`config.mk`:
```
export PLATFORM = sky130hd
export DESIGN_NAME = csr_mgr_axil
export DESIGN_NICKNAME = d
export VERILOG_FILES = /design/src/design/csr_pkg.sv /design/src/design/axil_read_port.sv /design/src/design/axil_skid_buffer.sv /design/src/design/axil_write_port.sv /design/src/design/csr_mgr_axil.sv /design/src/design/csr_regfile.sv
export SDC_FILE = /design/constraint.sdc
export NUM_CORES = 1
export LEC_CHECK = 0
export BUFFER_PORTS_ARGS = -buffer_cell sky130_fd_sc_hd__buf_4
export CAP_MARGIN = 5
export CORE_ASPECT_RATIO = 1.4
export CORE_UTILIZATION = 33
export CTS_BUF_LIST = sky130_fd_sc_hd__clkbuf_4
export CTS_CLUSTER_SIZE = 28
export DETAILED_ROUTE_END_ITERATION = 6
export MAX_ROUTING_LAYER = met4
export PLACE_DENSITY = 0.49
export SYNTH_ARGS = -nofsm -noshare
export SYNTH_HDL_FRONTEND = slang
export SYNTH_HIERARCHICAL = 1
export SYNTH_SLANG_ARGS = --single-unit
```
`constraint.sdc`:
```
create_clock -name clk -period 7.4 [get_ports clk]
set_clock_uncertainty 0.05 [all_clocks]
set_input_delay 0.37 -clock clk [delete_from_list [all_inputs] [get_ports clk]]
set_output_delay 0.37 -clock clk [all_outputs]
set_load 0.005 [all_outputs]
```
`src/design/csr_pkg.sv`:
```
//****************************************
// Shared widths, AXI-lite channel structs and engine CSR types
// Referenced by scoped name from every design module
//****************************************
`default_nettype none

package csr_pkg;

    // Bus geometry
    localparam int ADDR_WIDTH = 16;
    localparam int DATA_WIDTH = 64;
    localparam int ID_WIDTH = 4;
    localparam int USER_WIDTH = 2;

    // CSRs are 8 bytes wide so the low 3 byte address bits are dropped
    localparam int ADDR_LSB = 3;
    localparam int CSR_ADDR_WIDTH = ADDR_WIDTH - ADDR_LSB;

    // Every response is OKAY
    localparam logic [1:0] RESP_OKAY = 2'b00;

    // Write address channel payload
    typedef struct packed {
        logic [ADDR_WIDTH-1:0] addr;
        logic [ID_WIDTH-1:0]   id;
        logic [USER_WIDTH-1:0] user;
    } axil_aw_t;

    // Write data channel payload, full-word writes only
    typedef struct packed {
        logic [DATA_WIDTH-1:0] data;
    } axil_w_t;

    // Read address channel payload
    typedef struct packed {
        logic [ADDR_WIDTH-1:0] addr;
        logic [ID_WIDTH-1:0]   id;
        logic [USER_WIDTH-1:0] user;
    } axil_ar_t;

    // Write response payload
    typedef struct packed {
        logic [ID_WIDTH-1:0]   id;
        logic [USER_WIDTH-1:0] user;
        logic [1:0]            resp;
    } axil_b_t;

    // Read response payload
    typedef struct packed {
        logic [DATA_WIDTH-1:0] data;
        logic [ID_WIDTH-1:0]   id;
        logic [USER_WIDTH-1:0] user;
        logic [1:0]            resp;
    } axil_r_t;

    // Read tag carried through the register file alongside the address
    typedef struct packed {
        logic [ID_WIDTH-1:0]   id;
        logic [USER_WIDTH-1:0] user;
    } csr_tid_t;

    // Per-engine control word and status word
    typedef logic [DATA_WIDTH-1:0] eng_ctrl_t;
    typedef logic [DATA_WIDTH-1:0] eng_status_t;

endpackage

`default_nettype wire

```
`src/design/axil_read_port.sv`:
```
//****************************************
// Issues one CSR read at a time from the AR channel
// Registers the R response and holds it until accepted
//****************************************
`timescale 1ns/1ps
`default_nettype none

module axil_read_port
(
    input  wire logic                clk,
    input  wire logic                reset_n,

    input  wire logic                ar_valid,
    output logic                     ar_ready,
    input  wire csr_pkg::axil_ar_t   ar,

    output logic                     r_valid,
    input  wire logic                r_ready,
    output csr_pkg::axil_r_t         r,

    output logic                          csr_rd,
    output logic [csr_pkg::CSR_ADDR_WIDTH-1:0] csr_rd_addr,
    output csr_pkg::csr_tid_t             csr_rd_tid,

    input  wire logic                          rd_valid,
    input  wire logic [csr_pkg::DATA_WIDTH-1:0] rd_data,
    input  wire csr_pkg::csr_tid_t             rd_tid
);

    // Set from issue until the response is taken
    logic busy;
    logic do_read;
    logic r_accept;

    assign ar_ready = !busy;
    assign do_read = ar_valid && !busy;
    assign r_accept = r_valid && r_ready;

    // Read request toward the register file
    assign csr_rd = do_read;
    assign csr_rd_addr = ar.addr[csr_pkg::ADDR_WIDTH-1:csr_pkg::ADDR_LSB];
    assign csr_rd_tid.id = ar.id;
    assign csr_rd_tid.user = ar.user;

    always_ff @(posedge clk)
    begin
        if (!reset_n)
        begin
            busy <= 1'b0;
            r_valid <= 1'b0;
        end
        else
        begin
            if (do_read)
                busy <= 1'b1;
            else if (r_accept)
                busy <= 1'b0;

            // Register file answer arrives only while busy
            if (rd_valid)
                r_valid <= 1'b1;
            else if (r_accept)
                r_valid <= 1'b0;
        end
    end

    // Response payload with tag unpacked
    always_ff @(posedge clk)
    begin
        if (rd_valid)
        begin
            r.data <= rd_data;
            r.id <= rd_tid.id;
            r.user <= rd_tid.user;
            r.resp <= csr_pkg::RESP_OKAY;
        end
    end

    // Register file never answers a read that was not issued
    a_no_stray_rd: assert property (@(posedge clk) disable iff (!reset_n)
        rd_valid |-> busy && !r_valid);

endmodule

`default_nettype wire

```
`src/design/axil_skid_buffer.sv`:
```
//****************************************
// Two-entry skid buffer for one valid/ready channel
// The payload type is set per instance
//****************************************
`timescale 1ns/1ps
`default_nettype none

module axil_skid_buffer
#(
    parameter type T = logic
)
(
    input  wire logic clk,
    input  wire logic reset_n,

    input  wire logic in_valid,
    output logic      in_ready,
    input  wire T     in_data,

    output logic      out_valid,
    input  wire logic out_ready,
    output T          out_data
);

    // Main register drives the output
    logic main_valid;
    T     main_data;

    // Skid register catches the beat accepted while main is stalled
    logic skid_valid;
    T     skid_data;

    logic accept;
    logic pop;
    logic main_valid_d;
    logic skid_valid_d;
    logic main_from_skid;
    logic main_from_in;
    logic skid_from_in;

    assign accept = in_valid && in_ready;
    assign pop = main_valid && out_ready;

    assign out_valid = main_valid;
    assign out_data = main_data;

    always_comb
    begin
        main_valid_d = main_valid;
        skid_valid_d = skid_valid;
        main_from_skid = 1'b0;
        main_from_in = 1'b0;
        skid_from_in = 1'b0;

        if (!main_valid || pop)
        begin
            // Main slot frees up, older skid entry goes first
            if (skid_valid)
            begin
                main_valid_d = 1'b1;
                skid_valid_d = 1'b0;
                main_from_skid = 1'b1;
            end
            else
            begin
                main_valid_d = accept;
                main_from_in = accept;
            end
        end
        else if (accept)
        begin
            // Main stalled so park the new beat
            skid_valid_d = 1'b1;
            skid_from_in = 1'b1;
        end
    end

    always_ff @(posedge clk)
    begin
        if (!reset_n)
        begin
            main_valid <= 1'b0;
            skid_valid <= 1'b0;
            in_ready <= 1'b1;
        end
        else
        begin
            main_valid <= main_valid_d;
            skid_valid <= skid_valid_d;
            // Registered ready, open while the skid slot is free
            in_ready <= !skid_valid_d;
        end
    end

    // Payload registers
    always_ff @(posedge clk)
    begin
        if (main_from_skid)
            main_data <= skid_data;
        else if (main_from_in)
            main_data <= in_data;

        if (skid_from_in)
            skid_data <= in_data;
    end

    // Output payload holds while stalled
    a_out_stable: assert property (@(posedge clk) disable iff (!reset_n)
        out_valid && !out_ready |=> out_valid && $stable(out_data));

endmodule

`default_nettype wire

```
`src/design/axil_write_port.sv`:
```
//****************************************
// Joins AW and W into one CSR write strobe
// Holds the B response until the manager takes it
//****************************************
`timescale 1ns/1ps
`default_nettype none

module axil_write_port
(
    input  wire logic                clk,
    input  wire logic                reset_n,

    input  wire logic                aw_valid,
    output logic                     aw_ready,
    input  wire csr_pkg::axil_aw_t   aw,

    input  wire logic                w_valid,
    output logic                     w_ready,
    input  wire csr_pkg::axil_w_t    w,

    output logic                     b_valid,
    input  wire logic                b_ready,
    output csr_pkg::axil_b_t         b,

    output logic                          csr_wr,
    output logic [csr_pkg::CSR_ADDR_WIDTH-1:0] csr_wr_addr,
    output csr_pkg::eng_ctrl_t            csr_wr_data
);

    logic b_slot_free;
    logic do_write;

    // B slot is free when empty or being drained this cycle
    assign b_slot_free = !b_valid || b_ready;

    // Need both halves of the write and room for its response
    assign do_write = aw_valid && w_valid && b_slot_free;

    // Pop AW and W together
    assign aw_ready = do_write;
    assign w_ready = do_write;

    // One-cycle write strobe to the register file
    assign csr_wr = do_write;
    assign csr_wr_addr = aw.addr[csr_pkg::ADDR_WIDTH-1:csr_pkg::ADDR_LSB];
    assign csr_wr_data = w.data;

    always_ff @(posedge clk)
    begin
        if (!reset_n)
            b_valid <= 1'b0;
        else if (do_write)
            b_valid <= 1'b1;
        else if (b_ready)
            b_valid <= 1'b0;
    end

    // Response echoes the request tag
    always_ff @(posedge clk)
    begin
        if (do_write)
        begin
            b.id <= aw.id;
            b.user <= aw.user;
            b.resp <= csr_pkg::RESP_OKAY;
        end
    end

    a_b_hold: assert property (@(posedge clk) disable iff (!reset_n)
        b_valid && !b_ready |=> b_valid && $stable(b));

endmodule

`default_nettype wire

```
`src/design/csr_mgr_axil.sv`:
```
//****************************************
// AXI-lite CSR manager top level
// Skid buffers feed the write and read ports into the register file
//****************************************
`timescale 1ns/1ps
`default_nettype none

module csr_mgr_axil
#(
    parameter int NUM_ENGINES = 2,
    parameter int INSTANCE_ID = 0,
    parameter int DFH_NEXT_ADDR = 0
)
(
    input  wire logic                 clk,
    input  wire logic                 reset_n,

    // AXI-lite request channels
    input  wire logic                 aw_valid,
    output logic                      aw_ready,
    input  wire csr_pkg::axil_aw_t    aw,
    input  wire logic                 w_valid,
    output logic                      w_ready,
    input  wire csr_pkg::axil_w_t     w,
    input  wire logic                 ar_valid,
    output logic                      ar_ready,
    input  wire csr_pkg::axil_ar_t    ar,

    // AXI-lite response channels
    output logic                      b_valid,
    input  wire logic                 b_ready,
    output csr_pkg::axil_b_t          b,
    output logic                      r_valid,
    input  wire logic                 r_ready,
    output csr_pkg::axil_r_t          r,

    // Engine CSRs
    output csr_pkg::eng_ctrl_t        glob_ctrl,
    output csr_pkg::eng_ctrl_t        eng_ctrl [NUM_ENGINES],
    input  wire csr_pkg::eng_status_t eng_status [NUM_ENGINES]
);

    // Skid buffer outputs
    logic aw_s_valid;
    logic aw_s_ready;
    csr_pkg::axil_aw_t aw_s;
    logic w_s_valid;
    logic w_s_ready;
    csr_pkg::axil_w_t w_s;
    logic ar_s_valid;
    logic ar_s_ready;
    csr_pkg::axil_ar_t ar_s;

    // Register file command and return
    logic csr_wr;
    logic [csr_pkg::CSR_ADDR_WIDTH-1:0] csr_wr_addr;
    csr_pkg::eng_ctrl_t csr_wr_data;
    logic csr_rd;
    logic [csr_pkg::CSR_ADDR_WIDTH-1:0] csr_rd_addr;
    csr_pkg::csr_tid_t csr_rd_tid;
    logic rd_valid;
    logic [csr_pkg::DATA_WIDTH-1:0] rd_data;
    csr_pkg::csr_tid_t rd_tid;

    axil_skid_buffer #(.T(csr_pkg::axil_aw_t)) aw_skid
    (
        .clk, .reset_n,
        .in_valid(aw_valid), .in_ready(aw_ready), .in_data(aw),
        .out_valid(aw_s_valid), .out_ready(aw_s_ready), .out_data(aw_s)
    );

    axil_skid_buffer #(.T(csr_pkg::axil_w_t)) w_skid
    (
        .clk, .reset_n,
        .in_valid(w_valid), .in_ready(w_ready), .in_data(w),
        .out_valid(w_s_valid), .out_ready(w_s_ready), .out_data(w_s)
    );

    axil_skid_buffer #(.T(csr_pkg::axil_ar_t)) ar_skid
    (
        .clk, .reset_n,
        .in_valid(ar_valid), .in_ready(ar_ready), .in_data(ar),
        .out_valid(ar_s_valid), .out_ready(ar_s_ready), .out_data(ar_s)
    );

    axil_write_port axil_write_port_inst
    (
        .clk, .reset_n,
        .aw_valid(aw_s_valid), .aw_ready(aw_s_ready), .aw(aw_s),
        .w_valid(w_s_valid), .w_ready(w_s_ready), .w(w_s),
        .b_valid, .b_ready, .b,
        .csr_wr, .csr_wr_addr, .csr_wr_data
    );

    axil_read_port axil_read_port_inst
    (
        .clk, .reset_n,
        .ar_valid(ar_s_valid), .ar_ready(ar_s_ready), .ar(ar_s),
        .r_valid, .r_ready, .r,
        .csr_rd, .csr_rd_addr, .csr_rd_tid,
        .rd_valid, .rd_data, .rd_tid
    );

    csr_regfile
    #(
        .NUM_ENGINES(NUM_ENGINES),
        .INSTANCE_ID(INSTANCE_ID),
        .DFH_NEXT_ADDR(DFH_NEXT_ADDR)
    )
    csr_regfile_inst
    (
        .clk, .reset_n,
        .csr_wr, .csr_wr_addr, .csr_wr_data,
        .csr_rd, .csr_rd_addr, .csr_rd_tid,
        .rd_valid, .rd_data, .rd_tid,
        .glob_ctrl, .eng_ctrl, .eng_status
    );

endmodule

`default_nettype wire

```
`src/design/csr_regfile.sv`:
```
//****************************************
// CSR address map with writable storage and a registered read mux
// One-cycle read latency, writes land at the next edge
//****************************************
`timescale 1ns/1ps
`default_nettype none

module csr_regfile
#(
    parameter int NUM_ENGINES = 2,
    parameter int INSTANCE_ID = 0,
    parameter int DFH_NEXT_ADDR = 0
)
(
    input  wire logic                               clk,
    input  wire logic                               reset_n,

    // Write strobe from the write port
    input  wire logic                               csr_wr,
    input  wire logic [csr_pkg::CSR_ADDR_WIDTH-1:0] csr_wr_addr,
    input  wire csr_pkg::eng_ctrl_t                 csr_wr_data,

    // Read request from the read port
    input  wire logic                               csr_rd,
    input  wire logic [csr_pkg::CSR_ADDR_WIDTH-1:0] csr_rd_addr,
    input  wire csr_pkg::csr_tid_t                  csr_rd_tid,

    // Read return one cycle later
    output logic                                    rd_valid,
    output logic [csr_pkg::DATA_WIDTH-1:0]          rd_data,
    output csr_pkg::csr_tid_t                       rd_tid,

    // Engine side
    output csr_pkg::eng_ctrl_t                      glob_ctrl,
    output csr_pkg::eng_ctrl_t                      eng_ctrl [NUM_ENGINES],
    input  wire csr_pkg::eng_status_t               eng_status [NUM_ENGINES]
);

    typedef logic [csr_pkg::CSR_ADDR_WIDTH-1:0] csr_addr_t;

    // Word addresses
    localparam csr_addr_t DFH_ADDR = csr_addr_t'(0);
    localparam csr_addr_t SCRATCH_ADDR = csr_addr_t'(1);
    localparam csr_addr_t GLOB_CTRL_ADDR = csr_addr_t'(2);
    localparam int ENG_BASE_ADDR = 8;

    // Feature header
    // Instance in the top 16 bits, next-DFH offset in the low 24
    localparam logic [csr_pkg::DATA_WIDTH-1:0] DFH_WORD =
        {16'(INSTANCE_ID), 24'h0, 24'(DFH_NEXT_ADDR)};

    logic [csr_pkg::DATA_WIDTH-1:0] scratch;
    logic [csr_pkg::DATA_WIDTH-1:0] rd_mux;

    // Engine e sits at word 8 + e
    function automatic csr_addr_t eng_addr(input int e);
        return csr_addr_t'(ENG_BASE_ADDR + e);
    endfunction

    // Write side
    always_ff @(posedge clk)
    begin
        if (!reset_n)
        begin
            scratch <= '0;
            glob_ctrl <= '0;
            for (int e = 0; e < NUM_ENGINES; e++)
                eng_ctrl[e] <= '0;
        end
        else if (csr_wr)
        begin
            case (csr_wr_addr)
                SCRATCH_ADDR:   scratch <= csr_wr_data;
                GLOB_CTRL_ADDR: glob_ctrl <= csr_wr_data;
                default:        ;
            endcase

            // Engine control words, unmapped addresses fall through
            for (int e = 0; e < NUM_ENGINES; e++)
            begin
                if (csr_wr_addr == eng_addr(e))
                    eng_ctrl[e] <= csr_wr_data;
            end
        end
    end

    // Read mux
    // Engine slots read status, not the control word
    always_comb
    begin
        rd_mux = '0;
        case (csr_rd_addr)
            DFH_ADDR:       rd_mux = DFH_WORD;
            SCRATCH_ADDR:   rd_mux = scratch;
            GLOB_CTRL_ADDR: rd_mux = glob_ctrl;
            default:        ;
        endcase

        for (int e = 0; e < NUM_ENGINES; e++)
        begin
            if (csr_rd_addr == eng_addr(e))
                rd_mux = eng_status[e];
        end
    end

    always_ff @(posedge clk)
    begin
        if (!reset_n)
            rd_valid <= 1'b0;
        else
            rd_valid <= csr_rd;
    end

    // Data and tag follow the request by one cycle
    always_ff @(posedge clk)
    begin
        if (csr_rd)
        begin
            rd_data <= rd_mux;
            rd_tid <= csr_rd_tid;
        end
    end

endmodule

`default_nettype wire

```
==> results.json <==
{
  "outcome": "finished, final reports clean",
  "powerDensity_nw_per_um2": 215,
  "grt_pass1_wl_mm": 118,
  "die_width_um": 236,
  "finalPower_mw": 7.46,
  "layout.cells.non_filler": 3897,
  "clk_latency_ns": 0.98,
  "path_class": "flip-flop to flip-flop",
  "rsz0062_at_grt": "no",
  "cts_buffers": 158,
  "r2r-end": "csr_regfile_inst/rd_data[48]",
  "hp-class": "input pin to flip-flop",
  "setup_viol": 0,
  "firstDrtPassIters": 7,
  "relSlewSlack_pct": 18.8,
  "fill_cells": 7020,
  "drive_gt1_share_pct": 33.8,
  "clk_transition_reported_paths_ns": 0.06,
  "synthesis.instances": 1974,
  "final_nets": 3025,
  "vias": 18300,
  "fp.dieH_um": 330,
  "area_delta_synth_final_pct": 37.0,
  "cp_max_fo": 39,
  "gr-usage-all-layers_pct": 21.0,
  "cts_tree": "done",
  "cp-start-kind": "flip-flop",
  "crit_path_end": "csr_regfile_inst/rd_data[48]",
  "hold_viol_final": 0,
  "crit_required_ns": 8.17,
  "worst_slew_pin_slew_ns": 1.22,
  "io_pins": 520,
  "grt_max_degree": 186,
  "cts_sinks": 619,
  "final_area_um2": 34700,
  "post-place-cells": 3254,
  "cts_resized": 0,
  "routedWlPerCell_um": 20.6,
  "cts_max_path_buffers": 3,
  "start_util_pct": 33.5,
  "synth.avg_cell_area_um2": 12.8,
  "grt_pass1_vias": 19500,
  "endpoint_kind": "flip-flop",
  "post_drt_via_cell_ratio": 4.71,
  "hpwl_mm": 50.9,
  "place.gp.congestion": 0.779,
  "ant_nets": 0,
  "ir_drop_v": 0.000153,
  "syn_area_um2": 25300,
  "placed_area_um2": 29100,
  "portBuffers": 509,
  "rows": 119,
  "die-area_um2": 77800,
  "slew_viol_final": 0,
  "fin_tns_setup_ns": 0,
  "cp.arrival_ns": 4.37,
  "crit_start": "ar_skid/out_data[12]",
  "cts-root-buf": "clkbuf_4",
  "htreeDepth": 4,
  "timing.fmax_mhz": 278,
  "antenna_found_initial": 11,
  "coreArea_um2": 75600,
  "yosysWarnings": 6,
  "period_needed_ns": 3.60,
  "post-route-drc-count": 0,
  "fin_util_pct": 45.8,
  "drt_iter0_markers": 770,
  "drv_cap": 0,
  "r2r_start": "ar_skid/out_data[12]",
  "gr-total-overflow": 0,
  "leakagePower_nw": 14.1,
  "worstRegToRegCells": 6,
  "post-route-period-util_pct": 48.6,
  "regToRegSetupSlack_ns": 3.80,
  "totalWireLength_mm": 80.3
}
## timing repair
action / CTS / global route
endpoints found under the hold margin: 403 / 0
hold buffers: 336 / 0
buffers inserted: 0 / 0
## sequential cells by signal, summed over array words and instances (netlist names), 6 cells and up
signal	cells
csr_regfile_inst/eng_ctrl	128
axil_read_port_inst/r	70
csr_regfile_inst/glob_ctrl	64
csr_regfile_inst/rd_data	64
csr_regfile_inst/scratch	64
w_skid/out_data	64
w_skid/skid_data	64
ar_skid/out_data	19
ar_skid/skid_data	19
aw_skid/out_data	19
aw_skid/skid_data	19
axil_write_port_inst/b	6
csr_regfile_inst/rd_tid	6
## worst min-delay path by stage
stage | startpoint | end | slack [ns] | depth (start not counted)
floorplan | csr_regfile_inst/rd_data[2] | axil_read_port_inst/r[10] | 0.35 | 0
global placement | csr_regfile_inst/rd_data[42] | axil_read_port_inst/r[50] | 0.35 | 0
detailed placement | csr_regfile_inst/rd_data[32] | axil_read_port_inst/r[40] | 0.35 | 0
CTS | w[15] | w_skid/skid_data[15] | 0.008 | 2
global route | w[15] | w_skid/skid_data[15] | 0.03 | 2
finish | w[15] | w_skid/skid_data[15] | 0.17 | 2
## per-layer routing
metal / wire [µm] / vias up / share of wire, % / GRT usage, %
met5: 0 / - / 0 / -
met4: 2790 / 0 / 3.5 / 9.46
met3: 6220 / 169 / 7.8 / 6.90
met2: 39500 / 663 / 49 / 34.8
met1: 31800 / 8883 / 40 / 23.0
li1: - / 8624 / - / -
## stage by stage
stage	setup slack [ns]	hold WS, ns
2_1_floorplan	3.25	0.350
3_3_place_gp	3.93	0.351
3_5_place_dp	3.83	0.355
4_1_cts	3.80	0.00828
5_1_grt	3.61	0.0310
6_report	3.80	0.167
## cell type report
cell class	instances	area (µm²)	area share (%)
antenna	14	35.0	0.101
clock buffer	263	1970	5.69
clock inverter	30	180	0.520
inverter	68	255	0.736
multi-input combinational	1060	7680	22.2
sequential	619	15900	45.9
tap	968	1210	3.49
timing repair buffer	875	7430	21.4
## worst max-delay path: stages (launching register included)
cell           delay [ns]
edfxtp_1             0.47
nor2b_4              0.81
buf_4                0.65
a21oi_1              0.09
o21ai_0              0.54
a32o_2               0.28
dlygate4sd3_1        0.55
## where the power goes
part / internal (mW) / leakage (nW) / switching [mW] / total, mW
Clock: 1.67 / 1.30 / 1.43 / 3.10
Combinational: 0.284 / 7.25 / 0.297 / 0.581
Sequential: 3.75 / 5.52 / 0.0333 / 3.78
## cell usage in the layout (no fill, tap or decap), drive strengths merged
| cell type | count |
|---|---|
| nand4 | 2 |
| clkinv | 18 |
| o21a | 1 |
| bufinv | 2 |
| nor3 | 2 |
| nand2b | 4 |
| dlygate4sd3 | 336 |
| nor2b | 6 |
| clkinvlp | 3 |
| a21boi | 4 |
| mux2 | 102 |
| or4 | 2 |
| a32o | 64 |
| diode | 14 |
| and2b | 3 |
| nor4b | 1 |
| a31oi | 1 |
| nor3b | 4 |
| o21ai | 129 |
| clkbuf | 263 |
| mux2i | 256 |
| dfxtp | 269 |
| nor4 | 3 |
| conb | 4 |
| nor2 | 5 |
| nand2 | 390 |
| inv | 75 |
| edfxtp | 350 |
| buf | 539 |
| and3 | 6 |
| and2 | 1 |
| a21oi | 67 |
| a21o | 3 |
No activity file was read; power rests on OpenSTA's default activity.
